## config.mk

```make
export PLATFORM = sky130hd
export DESIGN_NAME = cpuCore
export DESIGN_NICKNAME = d
export VERILOG_FILES = /design/src/verilog/isaPkg.sv /design/src/verilog/ucodePkg.sv /design/src/verilog/cpuCore.sv /design/src/verilog/uopExecute.sv /design/src/verilog/registerFile.sv /design/src/verilog/ucodeStore.sv /design/src/verilog/programCounters.sv /design/src/verilog/flowSequencer.sv
export SDC_FILE = /design/constraint.sdc
export NUM_CORES = 1
export LEC_CHECK = 0
export BUFFER_PORTS_ARGS = -buffer_cell sky130_fd_sc_hd__clkbuf_2
export CAP_MARGIN = 15
export CORE_MARGIN = 4
export CORE_UTILIZATION = 35
export CTS_BUF_LIST = sky130_fd_sc_hd__clkbuf_8 sky130_fd_sc_hd__clkbuf_16
export CTS_CLUSTER_SIZE = 28
export DETAILED_ROUTE_END_ITERATION = 12
export PLACE_DENSITY = 0.5
export SYNTH_ARGS = -nofsm -noshare
export SYNTH_HDL_FRONTEND = slang
export SYNTH_SLANG_ARGS = --single-unit
export TNS_END_PERCENT = 10
```

## constraint.sdc

```tcl
create_clock -name iClock -period 8 [get_ports iClock]
set_input_delay 1.2 -clock iClock [delete_from_list [all_inputs] [get_ports iClock]]
set_output_delay 1.2 -clock iClock [all_outputs]
set_load 0.005 [all_outputs]
```

## src/verilog/isaPkg.sv

```systemverilog
package isaPkg;

	// Register and pair selectors, shared by the read, write and address paths
	typedef enum logic [3:0]
	{
		codeB    = 4'd0,
		codeC    = 4'd1,
		codeD    = 4'd2,
		codeE    = 4'd3,
		codeH    = 4'd4,
		codeL    = 4'd5,
		codeHl   = 4'd6,
		codeA    = 4'd7,
		codePc   = 4'd8,
		codeSp   = 4'd9,
		codeX8   = 4'd10,
		codeX16  = 4'd11,
		codeBc   = 4'd12,   // Pair used by DEC BC
		codeNone = 4'd13,
		codeIoc  = 4'd14,   // High page I/O at FF00+C
		codeDe   = 4'd15
	} regCode;

	// Flags byte with Z on top, the low nibble is kept as written
	typedef struct packed
	{
		logic       z;
		logic       n;
		logic       h;
		logic       c;
		logic [3:0] spare;
	} flagBits;

	// Main opcode, 8-bit register codes in dst and src
	typedef struct packed
	{
		logic [1:0] group;
		logic [2:0] dst;
		logic [2:0] src;
	} mainOpcode;

	// Byte that follows a CB prefix
	typedef struct packed
	{
		logic [1:0] cbOp;
		logic [2:0] bitIndex;
		logic [2:0] target;
	} cbOperand;

	typedef union packed
	{
		mainOpcode main;
		cbOperand  cb;
	} opcodeWord;

endpackage
```

## src/verilog/ucodePkg.sv

```systemverilog
package ucodePkg;

	typedef enum logic [4:0]
	{
		nop     = 5'd0,
		sma     = 5'd1,    // Latch the bus address source
		srm     = 5'd2,    // Register from the byte on the bus
		smw     = 5'd3,    // One-cycle memory write
		inc16   = 5'd4,
		dec16   = 5'd5,
		addx16  = 5'd6,    // X16 plus a sign-extended byte
		spc     = 5'd7,    // Load the program counter
		jcb     = 5'd8,    // Redispatch through the CB table
		srx8    = 5'd9,
		srx16   = 5'd10,
		aluOp   = 5'd11,   // Operands taken from the opcode byte itself
		bitTest = 5'd12,
		sx8r    = 5'd13,
		sx16r   = 5'd14
	} uopCmd;

	// Bit 2 set means the rule may end the flow
	typedef enum logic [2:0]
	{
		endNever     = 3'd0,
		endAlways    = 3'd4,
		endIfZero    = 3'd5,
		endIfNotZero = 3'd7
	} endCond;

	typedef struct packed
	{
		logic           incPc;
		endCond         endRule;
		uopCmd          cmd;
		isaPkg::regCode operand;
	} uopWord;

	typedef enum logic [1:0]
	{
		afterReset,
		startFlow,
		runFlow,
		endFlow
	} seqState;

	typedef struct packed
	{
		logic [15:0] addr;
		logic [7:0]  writeData;
		logic        writeEnable;
	} busRequest;

	// --------------------------------------------------
	// Register file traffic
	typedef struct packed
	{
		logic           enable;
		isaPkg::regCode target;
		logic [15:0]    data;
	} regWriteReq;

	typedef struct packed
	{
		logic [15:0]     readValue;   // Value of the register picked by readSel
		logic [7:0]      a;
		logic [7:0]      x8;
		logic [15:0]     x16;
		isaPkg::flagBits flags;
	} regView;

endpackage

```

## src/verilog/cpuCore.sv

```systemverilog
`timescale 1ns/1ps

module cpuCore
#(
	parameter logic [15:0] resetPc = 16'h0000
)
(
	input  logic                iClock,
	input  logic                arstN,
	input  logic [7:0]          readData,
	output ucodePkg::busRequest bus
);
	import isaPkg::*;
	import ucodePkg::*;

	// Sequencing
	logic        flowStart, flowRun, flowEnd;
	logic [7:0]  microPc;
	logic [7:0]  dispatchIdx;
	logic [15:0] pc;
	uopWord      uop;

	// Execution
	regWriteReq  regWrite;
	regView      view;
	regCode      readSel;
	flagBits     flagsIn;
	logic        flagWrite, addrLoad, writeEnable, loadPc, cbDispatch;
	logic [15:0] newPc;
	logic [15:0] addr;
	logic [7:0]  writeByte;

	flowSequencer flowSequencer_inst
	(
		.*
	);

	programCounters #(.resetPc(resetPc)) programCounters_inst
	(
		.incPc(uop.incPc),
		.*
	);

	ucodeStore ucodeStore_inst
	(
		.opcode(readData),   // The dispatch byte comes straight off the bus
		.*
	);

	registerFile registerFile_inst
	(
		.addrSel(uop.operand),
		.*
	);

	uopExecute uopExecute_inst
	(
		.*
	);

	assign bus = '{addr: addr, writeData: writeByte, writeEnable: writeEnable};

endmodule

```

## src/verilog/uopExecute.sv

```systemverilog
`timescale 1ns/1ps

module uopExecute
(
	input  ucodePkg::uopWord     uop,
	input  logic [7:0]           readData,
	input  logic                 flowRun,
	input  ucodePkg::regView     view,
	output isaPkg::regCode       readSel,
	output ucodePkg::regWriteReq regWrite,
	output logic                 flagWrite,
	output isaPkg::flagBits      flagsIn,
	output logic                 addrLoad,
	output logic                 writeEnable,
	output logic                 loadPc,
	output logic [15:0]          newPc,
	output logic                 cbDispatch,
	output logic                 flowEnd
);
	import isaPkg::*;
	import ucodePkg::*;

	opcodeWord   op;
	regCode      dstSel;
	logic [15:0] result;
	logic [7:0]  operandByte;
	logic [7:0]  bitMask;
	logic        halfFlag;
	logic        wantWrite, wantFlags, wantAddr, wantMem, wantPc, wantCb;

	assign op = readData;   // Opcode or CB operand, depending on the flow
	assign operandByte = view.readValue[7:0];
	assign bitMask = 8'h01 << op.cb.bitIndex;

	// --------------------------------------------------
	// Micro-op decode
	always_comb
	begin
		readSel = uop.operand;
		dstSel = uop.operand;
		result = 16'h0000;
		halfFlag = 1'b0;
		wantWrite = 1'b0;
		wantFlags = 1'b0;
		wantAddr = 1'b0;
		wantMem = 1'b0;
		wantPc = 1'b0;
		wantCb = 1'b0;
		case (uop.cmd)
			sma:
				wantAddr = 1'b1;
			srm:
			begin
				wantWrite = 1'b1;
				result = {8'h00, readData};
			end
			smw:
				wantMem = 1'b1;   // Data is the low byte of the operand register
			inc16, dec16:
			begin
				wantWrite = 1'b1;
				wantFlags = 1'b1;
				result = (uop.cmd == inc16) ? view.readValue + 16'd1 : view.readValue - 16'd1;
			end
			addx16:
			begin
				dstSel = codeX16;
				wantWrite = 1'b1;
				result = view.x16 + {{8{operandByte[7]}}, operandByte};
			end
			spc:
			begin
				wantPc = 1'b1;
				result = view.readValue;
			end
			jcb:
				wantCb = 1'b1;
			srx8:
			begin
				wantWrite = 1'b1;
				result = {8'h00, view.x8};
			end
			srx16:
			begin
				wantWrite = 1'b1;
				result = view.x16;
			end
			aluOp:
			begin
				readSel = regCode'({1'b0, op.main.src});
				if (op.main.group == 2'b01)
				begin
					dstSel = regCode'({1'b0, op.main.dst});   // LD r,r'
					wantWrite = 1'b1;
					result = {8'h00, operandByte};
				end
				else if (op.main.group == 2'b10)
				begin
					dstSel = codeA;
					wantWrite = 1'b1;
					wantFlags = 1'b1;
					halfFlag = (op.main.dst == 3'd4);   // AND sets H, XOR clears it
					if (op.main.dst == 3'd4)
						result = {8'h00, view.a & operandByte};
					else
						result = {8'h00, view.a ^ operandByte};
				end
			end
			bitTest:
			begin
				readSel = regCode'({1'b0, op.cb.target});
				wantFlags = 1'b1;
				halfFlag = 1'b1;
				result = {8'h00, operandByte & bitMask};   // Z reports a clear bit
			end
			sx8r:
			begin
				dstSel = codeX8;
				wantWrite = 1'b1;
				result = {8'h00, operandByte};
			end
			sx16r:
			begin
				dstSel = codeX16;
				wantWrite = 1'b1;
				result = view.readValue;
			end
			default:
				wantWrite = 1'b0;
		endcase
	end

	// Flow end rule against the stored flags
	always_comb
	begin
		case (uop.endRule)
			endAlways:    flowEnd = 1'b1;
			endIfZero:    flowEnd = view.flags.z;
			endIfNotZero: flowEnd = !view.flags.z;
			default:      flowEnd = 1'b0;
		endcase
	end

	// --------------------------------------------------
	// Outputs act only while a flow runs
	assign regWrite = '{enable: flowRun & wantWrite, target: dstSel, data: result};
	assign flagsIn = '{z: (result == 16'h0000), n: result[15], h: halfFlag,
		c: view.flags.c, spare: view.flags.spare};
	assign flagWrite = flowRun & wantFlags;
	assign addrLoad = flowRun & wantAddr;
	assign writeEnable = flowRun & wantMem;
	assign loadPc = flowRun & wantPc;
	assign newPc = result;
	assign cbDispatch = flowRun & wantCb;

endmodule

```

## src/verilog/registerFile.sv

```systemverilog
`timescale 1ns/1ps

module registerFile
(
	input  logic                 iClock,
	input  logic                 arstN,
	input  ucodePkg::regWriteReq regWrite,
	input  isaPkg::regCode       readSel,
	input  logic                 addrLoad,
	input  isaPkg::regCode       addrSel,
	input  logic                 flagWrite,
	input  isaPkg::flagBits      flagsIn,
	input  logic [15:0]          pc,
	output ucodePkg::regView     view,
	output logic [15:0]          addr,
	output logic [7:0]           writeByte
);
	import isaPkg::*;
	import ucodePkg::*;

	logic [7:0]  regB, regC, regD, regE, regH, regL, regA;
	logic [7:0]  regSpL, regSpH, regX8;
	logic [15:0] regX16;
	flagBits     flags;
	regCode      curAddrSel;
	logic [10:0] byteEn;        // {X16, X8, SPH, SPL, A, L, H, E, D, C, B}
	logic        pairWrite;
	logic [7:0]  hiByte;
	logic [15:0] readValue;

	function automatic logic [15:0] regValue(input regCode sel);
		case (sel)
			codeB:   regValue = {8'h00, regB};
			codeC:   regValue = {8'h00, regC};
			codeD:   regValue = {8'h00, regD};
			codeE:   regValue = {8'h00, regE};
			codeH:   regValue = {8'h00, regH};
			codeL:   regValue = {8'h00, regL};
			codeHl:  regValue = {regH, regL};
			codeA:   regValue = {8'h00, regA};
			codePc:  regValue = pc;
			codeSp:  regValue = {regSpH, regSpL};
			codeX8:  regValue = {8'h00, regX8};
			codeX16: regValue = regX16;
			codeBc:  regValue = {regB, regC};
			codeIoc: regValue = {8'hFF, regC};
			codeDe:  regValue = {regD, regE};
			default: regValue = 16'h0000;
		endcase
	endfunction

	// --------------------------------------------------
	// Write decode
	assign pairWrite = regWrite.target inside {codeBc, codeDe, codeHl, codeSp};
	assign hiByte = pairWrite ? regWrite.data[15:8] : regWrite.data[7:0];   // For B, D, H, SPH

	always_comb
	begin
		byteEn = 11'h000;
		if (regWrite.enable)
		begin
			case (regWrite.target)
				codeB:   byteEn = 11'h001;
				codeC:   byteEn = 11'h002;
				codeD:   byteEn = 11'h004;
				codeE:   byteEn = 11'h008;
				codeH:   byteEn = 11'h010;
				codeL:   byteEn = 11'h020;
				codeA:   byteEn = 11'h040;
				codeX8:  byteEn = 11'h200;
				codeX16: byteEn = 11'h400;
				codeBc:  byteEn = 11'h003;
				codeDe:  byteEn = 11'h00C;
				codeHl:  byteEn = 11'h030;
				codeSp:  byteEn = 11'h180;
				default: byteEn = 11'h000;   // PC, IOC and NONE are not writable here
			endcase
		end
	end

	always_ff @(posedge iClock)
	begin
		if (byteEn[0]) regB <= hiByte;
		if (byteEn[1]) regC <= regWrite.data[7:0];
		if (byteEn[2]) regD <= hiByte;
		if (byteEn[3]) regE <= regWrite.data[7:0];
		if (byteEn[4]) regH <= hiByte;
		if (byteEn[5]) regL <= regWrite.data[7:0];
		if (byteEn[6]) regA <= regWrite.data[7:0];
		if (byteEn[7]) regSpL <= regWrite.data[7:0];
		if (byteEn[8]) regSpH <= hiByte;
		if (byteEn[9]) regX8 <= regWrite.data[7:0];
		if (byteEn[10]) regX16 <= regWrite.data;
	end

	always_ff @(posedge iClock or negedge arstN)
	begin
		if (!arstN)
		begin
			flags <= '0;
			curAddrSel <= codePc;   // Fetch starts from the program counter
		end
		else
		begin
			if (flagWrite)
				flags <= flagsIn;
			if (addrLoad)
				curAddrSel <= addrSel;
		end
	end

	// --------------------------------------------------
	// Read side
	always_comb readValue = regValue(readSel);
	always_comb addr = regValue(curAddrSel);

	assign writeByte = readValue[7:0];
	assign view = '{readValue: readValue, a: regA, x8: regX8, x16: regX16, flags: flags};

endmodule

```

## src/verilog/ucodeStore.sv

```systemverilog
`timescale 1ns/1ps

module ucodeStore
(
	input  logic [7:0]        microPc,
	input  isaPkg::opcodeWord opcode,
	input  logic              cbDispatch,
	output ucodePkg::uopWord  uop,
	output logic [7:0]        dispatchIdx
);
	import isaPkg::*;
	import ucodePkg::*;

	// Flow entry points
	localparam logic [7:0] flowNop    = 8'd0;
	localparam logic [7:0] flowAlu    = 8'd1;    // LD r,r', AND r, XOR r
	localparam logic [7:0] flowLdRn   = 8'd2;    // Seven two-step flows, B first
	localparam logic [7:0] flowLdHlnn = 8'd16;
	localparam logic [7:0] flowStHlA  = 8'd19;
	localparam logic [7:0] flowIncHl  = 8'd22;
	localparam logic [7:0] flowDecBc  = 8'd23;
	localparam logic [7:0] flowJp     = 8'd24;
	localparam logic [7:0] flowJrNz   = 8'd30;
	localparam logic [7:0] flowCb     = 8'd35;
	localparam logic [7:0] flowBit    = 8'd37;

	logic isRegLoad;
	logic isLogicOp;

	function automatic uopWord uopOf
	(
		input logic   incPc,
		input endCond endRule,
		input uopCmd  cmd,
		input regCode operand
	);
		uopOf = '{incPc: incPc, endRule: endRule, cmd: cmd, operand: operand};
	endfunction

	// --------------------------------------------------
	// Microcode ROM
	always_comb
	begin
		case (microPc)
			flowNop:            uop = uopOf(1'b1, endAlways, nop, codeNone);
			flowAlu:            uop = uopOf(1'b1, endAlways, aluOp, codeNone);
			flowLdRn:           uop = uopOf(1'b1, endNever, nop, codeNone);
			flowLdRn + 8'd1:    uop = uopOf(1'b1, endAlways, srm, codeB);
			flowLdRn + 8'd2:    uop = uopOf(1'b1, endNever, nop, codeNone);
			flowLdRn + 8'd3:    uop = uopOf(1'b1, endAlways, srm, codeC);
			flowLdRn + 8'd4:    uop = uopOf(1'b1, endNever, nop, codeNone);
			flowLdRn + 8'd5:    uop = uopOf(1'b1, endAlways, srm, codeD);
			flowLdRn + 8'd6:    uop = uopOf(1'b1, endNever, nop, codeNone);
			flowLdRn + 8'd7:    uop = uopOf(1'b1, endAlways, srm, codeE);
			flowLdRn + 8'd8:    uop = uopOf(1'b1, endNever, nop, codeNone);
			flowLdRn + 8'd9:    uop = uopOf(1'b1, endAlways, srm, codeH);
			flowLdRn + 8'd10:   uop = uopOf(1'b1, endNever, nop, codeNone);
			flowLdRn + 8'd11:   uop = uopOf(1'b1, endAlways, srm, codeL);
			flowLdRn + 8'd12:   uop = uopOf(1'b1, endNever, nop, codeNone);
			flowLdRn + 8'd13:   uop = uopOf(1'b1, endAlways, srm, codeA);
			flowLdHlnn:         uop = uopOf(1'b1, endNever, nop, codeNone);
			flowLdHlnn + 8'd1:  uop = uopOf(1'b1, endNever, srm, codeL);   // Low byte first
			flowLdHlnn + 8'd2:  uop = uopOf(1'b1, endAlways, srm, codeH);
			flowStHlA:          uop = uopOf(1'b0, endNever, sma, codeHl);
			flowStHlA + 8'd1:   uop = uopOf(1'b0, endNever, smw, codeA);
			flowStHlA + 8'd2:   uop = uopOf(1'b1, endAlways, sma, codePc);
			flowIncHl:          uop = uopOf(1'b1, endAlways, inc16, codeHl);
			flowDecBc:          uop = uopOf(1'b1, endAlways, dec16, codeBc);
			// JP nn borrows HL for the target and restores it from X16
			flowJp:             uop = uopOf(1'b1, endNever, nop, codeNone);
			flowJp + 8'd1:      uop = uopOf(1'b0, endNever, sx16r, codeHl);
			flowJp + 8'd2:      uop = uopOf(1'b1, endNever, srm, codeL);
			flowJp + 8'd3:      uop = uopOf(1'b0, endNever, srm, codeH);
			flowJp + 8'd4:      uop = uopOf(1'b0, endNever, spc, codeHl);
			flowJp + 8'd5:      uop = uopOf(1'b0, endAlways, srx16, codeHl);
			flowJrNz:           uop = uopOf(1'b1, endNever, nop, codeNone);
			flowJrNz + 8'd1:    uop = uopOf(1'b1, endIfZero, srm, codeX8);   // Falls through on Z
			flowJrNz + 8'd2:    uop = uopOf(1'b0, endNever, sx16r, codePc);
			flowJrNz + 8'd3:    uop = uopOf(1'b0, endNever, addx16, codeX8);
			flowJrNz + 8'd4:    uop = uopOf(1'b0, endAlways, spc, codeX16);
			flowCb:             uop = uopOf(1'b1, endNever, nop, codeNone);
			flowCb + 8'd1:      uop = uopOf(1'b0, endNever, jcb, codeNone);
			flowBit:            uop = uopOf(1'b1, endAlways, bitTest, codeNone);
			default:            uop = uopOf(1'b0, endAlways, nop, codeNone);
		endcase
	end

	// --------------------------------------------------
	// Dispatch tables
	assign isRegLoad = (opcode.main.group == 2'b01) && (opcode.main.dst != 3'd6)
		&& (opcode.main.src != 3'd6);
	assign isLogicOp = (opcode.main.group == 2'b10) && (opcode.main.src != 3'd6)
		&& ((opcode.main.dst == 3'd4) || (opcode.main.dst == 3'd5));

	always_comb
	begin
		if (cbDispatch)
		begin
			if ((opcode.cb.cbOp == 2'b01) && (opcode.cb.target != 3'd6))
				dispatchIdx = flowBit;
			else
				dispatchIdx = flowNop;   // Skips the operand byte
		end
		else
		begin
			case (opcode)
				8'h06:   dispatchIdx = flowLdRn;
				8'h0E:   dispatchIdx = flowLdRn + 8'd2;
				8'h16:   dispatchIdx = flowLdRn + 8'd4;
				8'h1E:   dispatchIdx = flowLdRn + 8'd6;
				8'h26:   dispatchIdx = flowLdRn + 8'd8;
				8'h2E:   dispatchIdx = flowLdRn + 8'd10;
				8'h3E:   dispatchIdx = flowLdRn + 8'd12;
				8'h21:   dispatchIdx = flowLdHlnn;
				8'h77:   dispatchIdx = flowStHlA;
				8'h23:   dispatchIdx = flowIncHl;
				8'h0B:   dispatchIdx = flowDecBc;
				8'hC3:   dispatchIdx = flowJp;
				8'h20:   dispatchIdx = flowJrNz;
				8'hCB:   dispatchIdx = flowCb;
				default: dispatchIdx = (isRegLoad || isLogicOp) ? flowAlu : flowNop;
			endcase
		end
	end

endmodule

```

## src/verilog/programCounters.sv

```systemverilog
`timescale 1ns/1ps

module programCounters
#(
	parameter logic [15:0] resetPc = 16'h0000
)
(
	input  logic        iClock,
	input  logic        arstN,
	input  logic        flowStart,
	input  logic        flowRun,
	input  logic        incPc,
	input  logic        cbDispatch,
	input  logic        loadPc,
	input  logic [7:0]  dispatchIdx,
	input  logic [15:0] newPc,
	output logic [7:0]  microPc,
	output logic [15:0] pc
);

	// Micro-program counter
	always_ff @(posedge iClock or negedge arstN)
	begin
		if (!arstN)
			microPc <= 8'h00;
		else if (flowStart || cbDispatch)
			microPc <= dispatchIdx;   // Entry of a new flow or of the CB flow
		else if (flowRun)
			microPc <= microPc + 8'd1;
	end

	// Instruction program counter
	always_ff @(posedge iClock or negedge arstN)
	begin
		if (!arstN)
		begin
			pc <= resetPc;
		end
		else if (loadPc)
		begin
			pc <= newPc;   // Jumps take priority over the step
		end
		else if (flowRun && incPc)
		begin
			pc <= pc + 16'd1;
		end
	end

endmodule

```

## src/verilog/flowSequencer.sv

```systemverilog
`timescale 1ns/1ps

module flowSequencer
(
	input  logic iClock,
	input  logic arstN,
	input  logic flowEnd,
	output logic flowStart,
	output logic flowRun
);
	import ucodePkg::*;

	seqState state;
	seqState nextState;

	always_ff @(posedge iClock or negedge arstN)
	begin
		if (!arstN)
			state <= afterReset;
		else
			state <= nextState;
	end

	// --------------------------------------------------
	// One pass per instruction: dispatch, run, one idle cycle
	always_comb
	begin
		case (state)
			afterReset:
				nextState = startFlow;
			startFlow:
				nextState = runFlow;   // Micro-PC takes the dispatch index here
			runFlow:
			begin
				if (flowEnd)
					nextState = endFlow;
				else
					nextState = runFlow;
			end
			endFlow:
				nextState = startFlow;
			default:
				nextState = afterReset;
		endcase
	end

	assign flowStart = (state == startFlow);
	assign flowRun = (state == runFlow);   // Gates every write in the core

endmodule

```

==> results.md <==
- The area growth from synthesis to final layout is 10.7%.
- The library cell occupying the most area in the post-synthesis netlist is sky130_fd_sc_hd__edfxtp_1.
- In the finished design, the share of the clock period the worst path needs comes to 0.931.
- The async set-or-reset flop fraction in the synthesized netlist is 0.244.
- The buffer cell driving the clock tree root is sky130_fd_sc_hd__clkbuf_16.
- The post-route clock skew is 0.0154 ns.
- Before CTS, the worst setup slack after placement is 0.441 ns.
- The net count of the finished layout is 1,461.
- The pre-antenna-repair detailed-routing pass consisted of 6 iterations.
- The maximum buffer depth of the clock tree is 2.
- The initial cell density of the core is 0.358.
- The final hold violation count came to 0.
- The die is 191 um tall.
- Input and output buffers added on the ports amount to 34.
- During I/O placement, the number of pins put on the boundary was 35.
- The pin count of the biggest net entering global routing is 48.
- The largest driver fanout on the critical path is 11.
- The sequential-to-total area share from yosys stat is 0.311.
- In this run the worst setup path begins at programCounters_inst.microPc[0].
- Buffers inserted during clock tree synthesis total 17.
- The critical path is of the reg -> reg type.
- The share of cells above drive strength 1 is 0.137.
- The post-route non-filler standard cell count is 1,848.
- The H-tree generated during clock tree synthesis spans 4 levels.
- The final worst setup slack is 0.549 ns.
- The clock reaches the later pin of the worst-skew pair after 0.45 ns.
- The via count of the first global-routing pass is around 11,000.
- The worst hold path startpoint is programCounters_inst.microPc[7].
- Synthesis produced 1,378 cells.
- The first global-routing pass estimated 75.0 mm of wire.
- The floorplan has 66 rows.
- The required time of the critical path is 8.16 ns.
- The worst register-to-register path begins at programCounters_inst.microPc[0].
- The worst-case headroom to the max-slew limit is 0.237.
- sky130_fd_sc_hd__nand2_1 is the most common cell in the netlist.
- The congestion estimate from routability-driven global placement came to 1.02.
- The worst setup path is captured at a flop.
- Setup repair after global routing left no endpoint under its margin.
- The number of max-capacitance violations reported is 0.
- TritonCTS built the clock tree.
- Summing over every cut layer, the via total after detailed routing is approximately 12,000.
- Dividing the detail-routed wire length by the instance count gives 27.6 um.
- The run finished with clean final reports.
- Among all flip-flop cells after synthesis, the most frequent one is sky130_fd_sc_hd__edfxtp_1.
- For this design, the sink count on the clock tree is 127.
- The floorplan core area is 32,900 sq um.
- The post-cts hold buffer count is 0.
- For the pin with the worst max-slew slack, the measured transition is 1.13 ns.
- In the global route stage, overall resource usage came out at 0.274.
- Fill cells in the final layout number 3,416.
- The average cell area after synthesis is 8.55 sq um.
- The synthesized netlist occupies a cell area of 11,800 sq um.
- The element type at the critical path start is a flop.
- The total routed wirelength is 51.1 mm.
- The max-slew violation count is 0.
- Sorting the synthesized cells by area gives the leading types as sky130_fd_sc_hd__edfxtp_1, sky130_fd_sc_hd__dfrtp_1, sky130_fd_sc_hd__ha_1, sky130_fd_sc_hd__o21ai_0, sky130_fd_sc_hd__nand2_1.
- The clock input transition at the sequential cells of the worst setup and hold paths is 0.07 ns.
- The initial antenna violation count is 0.
- The count of nets left with antenna violations after detail routing is 0.
- The via-per-instance ratio is 6.47.
- The die span in x is approximately 190 um.
- The number of instances in the placed design is approximately 1,800.
- The synthesized netlist net count is about 1,400.
- The number of synthesis warnings is 0.
- For this run, the top clock speed supported by timing is 0.134 GHz.
- The half-perimeter wire length after detailed placement is 39.1 mm.
- Data on the critical path arrives at its endpoint at 7.62 ns.
- After global routing the overflow that remains totals 0.
- The share of synthesized area in the top cell type comes to 0.245.
- Setup violations remaining at the end of the flow were counted as 0.
- The classification of the worst-slack hold path is reg -> reg.
- The minimum clock period is between 7 and 8 ns.
- The count of unresolved DRC violations after routing is 0.
- The smallest hold slack is ~0.57 ns.
- For this block, the initial DRC count from the detailed router was about 1,400.
- For the final routed database, the setup TNS stands at 0 ns.
- Sorting the synthesized cells by how often they occur yields sky130_fd_sc_hd__nand2_1, sky130_fd_sc_hd__nor2_1, sky130_fd_sc_hd__o21ai_0, sky130_fd_sc_hd__edfxtp_1, sky130_fd_sc_hd__a21oi_1.
- The die covers 36,600 sq um.
- The flop and latch count out of synthesis is 127.
- The synthesized netlist contains 98 unique library cells.
- The count of flip-flops with a built-in enable after synthesis is 96.
==> layout make-up <==
type,count,area [sq um],share of cell area
Multi-Input combinational cell,1114,7530,0.577
Sequential cell,127,3660,0.281
Timing Repair Buffer,87,566,0.0434
Tap cell,442,553,0.0424
Clock buffer,17,425,0.0326
Inverter,45,169,0.0130
Clock inverter,15,139,0.0106
Antenna cell,1,2.50,0.000192
==> sequential cells by signal (all words and copies together), names as in the netlist <==
register                      count
registerFile_inst.regSpL          8
registerFile_inst.regE            8
registerFile_inst.curAddrSel      4
registerFile_inst.regH            8
registerFile_inst.regX16         16
programCounters_inst.microPc      8
flowSequencer_inst.state          2
registerFile_inst.regSpH          8
registerFile_inst.regD            8
programCounters_inst.pc          16
registerFile_inst.regB            8
registerFile_inst.regX8           8
registerFile_inst.regL            8
registerFile_inst.regC            8
registerFile_inst.regA            8
registerFile_inst.view            1
==> metrics by stage <==
step,utilization,cell area [sq um]
final,0.397,13000
after floorplan,-,11800
after global placement,0.376,12400
after global routing,0.397,13000
after detailed placement,0.377,12400
after CTS,0.394,12900
==> worst max-delay path: stages (launching register included) <==
cell                       delay (ns)
sky130_fd_sc_hd__dfrtp_1         0.43
sky130_fd_sc_hd__inv_1           0.21
sky130_fd_sc_hd__ha_1            0.30
sky130_fd_sc_hd__mux2_2          0.19
sky130_fd_sc_hd__nand3_1         0.11
sky130_fd_sc_hd__a31o_2          0.37
sky130_fd_sc_hd__nor4_4          0.64
sky130_fd_sc_hd__or3_1           0.39
sky130_fd_sc_hd__nand2_1         0.34
sky130_fd_sc_hd__and2_1          0.41
sky130_fd_sc_hd__a222oi_1        0.29
sky130_fd_sc_hd__and3_1          0.34
sky130_fd_sc_hd__inv_1           0.17
sky130_fd_sc_hd__ha_1            0.25
sky130_fd_sc_hd__a21oi_1         0.21
sky130_fd_sc_hd__o21ai_0         0.12
sky130_fd_sc_hd__a21o_1          0.20
sky130_fd_sc_hd__a21oi_1         0.25
sky130_fd_sc_hd__o21ai_0         0.18
sky130_fd_sc_hd__and2_1          0.20
sky130_fd_sc_hd__a2111o_1        0.42
sky130_fd_sc_hd__and4_1          0.23
sky130_fd_sc_hd__o311a_1         0.33
sky130_fd_sc_hd__a211oi_1        0.22
sky130_fd_sc_hd__and2_1          0.22
sky130_fd_sc_hd__mux2i_1         0.16
==> cells in the final DEF (no fill, tap or decap), types with 14 or more instances in the layout <==
cell type / netlist / final
sky130_fd_sc_hd__nand2_1: 133 / 133
sky130_fd_sc_hd__nor2_1: 125 / 124
sky130_fd_sc_hd__o21ai_0: 102 / 102
sky130_fd_sc_hd__edfxtp_1: 96 / 96
sky130_fd_sc_hd__a21oi_1: 84 / 83
sky130_fd_sc_hd__nand3_1: 61 / 61
sky130_fd_sc_hd__ha_1: 59 / 59
sky130_fd_sc_hd__buf_4: 11 / 52
sky130_fd_sc_hd__inv_1: 44 / 45
sky130_fd_sc_hd__a22oi_1: 42 / 42
sky130_fd_sc_hd__mux2i_1: 34 / 34
sky130_fd_sc_hd__clkbuf_2: 0 / 34
sky130_fd_sc_hd__dfrtp_1: 30 / 30
sky130_fd_sc_hd__nor3_1: 25 / 25
sky130_fd_sc_hd__o211ai_1: 20 / 20
sky130_fd_sc_hd__and2_1: 19 / 19
sky130_fd_sc_hd__a221oi_1: 19 / 19
sky130_fd_sc_hd__and3_1: 18 / 18
sky130_fd_sc_hd__a21o_1: 18 / 18
sky130_fd_sc_hd__nand4_1: 17 / 17
sky130_fd_sc_hd__clkbuf_16: 0 / 17
sky130_fd_sc_hd__mux2_2: 16 / 16
sky130_fd_sc_hd__xor2_1: 16 / 16
sky130_fd_sc_hd__a222oi_1: 16 / 16
sky130_fd_sc_hd__nor2b_1: 15 / 15
sky130_fd_sc_hd__xnor2_1: 15 / 15
sky130_fd_sc_hd__nand2b_1: 14 / 14
==> what timing repair did <==
action | in CTS | in global routing
setup buffers | 0 | 9
setup endpoints to repair | 0 | 18
gates resized for setup | 0 | 4
==> metal layers <==
metal | routed length (um) | global-route usage
met5 | 0 | 0
met4 | 2150 | 0.115
met3 | 4590 | 0.0573
met2 | 22000 | 0.411
met1 | 22300 | 0.382
==> kinds of logic after synthesis <==
kind of cell / synth area share
buf+inv: 0.0535
flops: 0.311
compound gates: 0.285
simple gates: 0.217
xor+xnor: 0.0231
mux: 0.0480
fa+ha+maj: 0.0627
==> path summary, 6_finish.rpt <==
kind / cells after the start / to / slack, ns
max in group asynchronous: 1 / programCounters_inst.pc[13] / 6.48
worst min register to register: 2 / programCounters_inst.microPc[7] / 0.57
min in group asynchronous: 1 / programCounters_inst.pc[1] / 0.90
worst max register to register: 25 / registerFile_inst.regB[7] / 0.55
worst min-delay path: 2 / programCounters_inst.microPc[7] / 0.57
worst max-delay path: 25 / registerFile_inst.regB[7] / 0.55
Power is left out: the tool's default activity adds up to more than one toggle a clock period on the data nets, which glitch-free logic cannot reach.
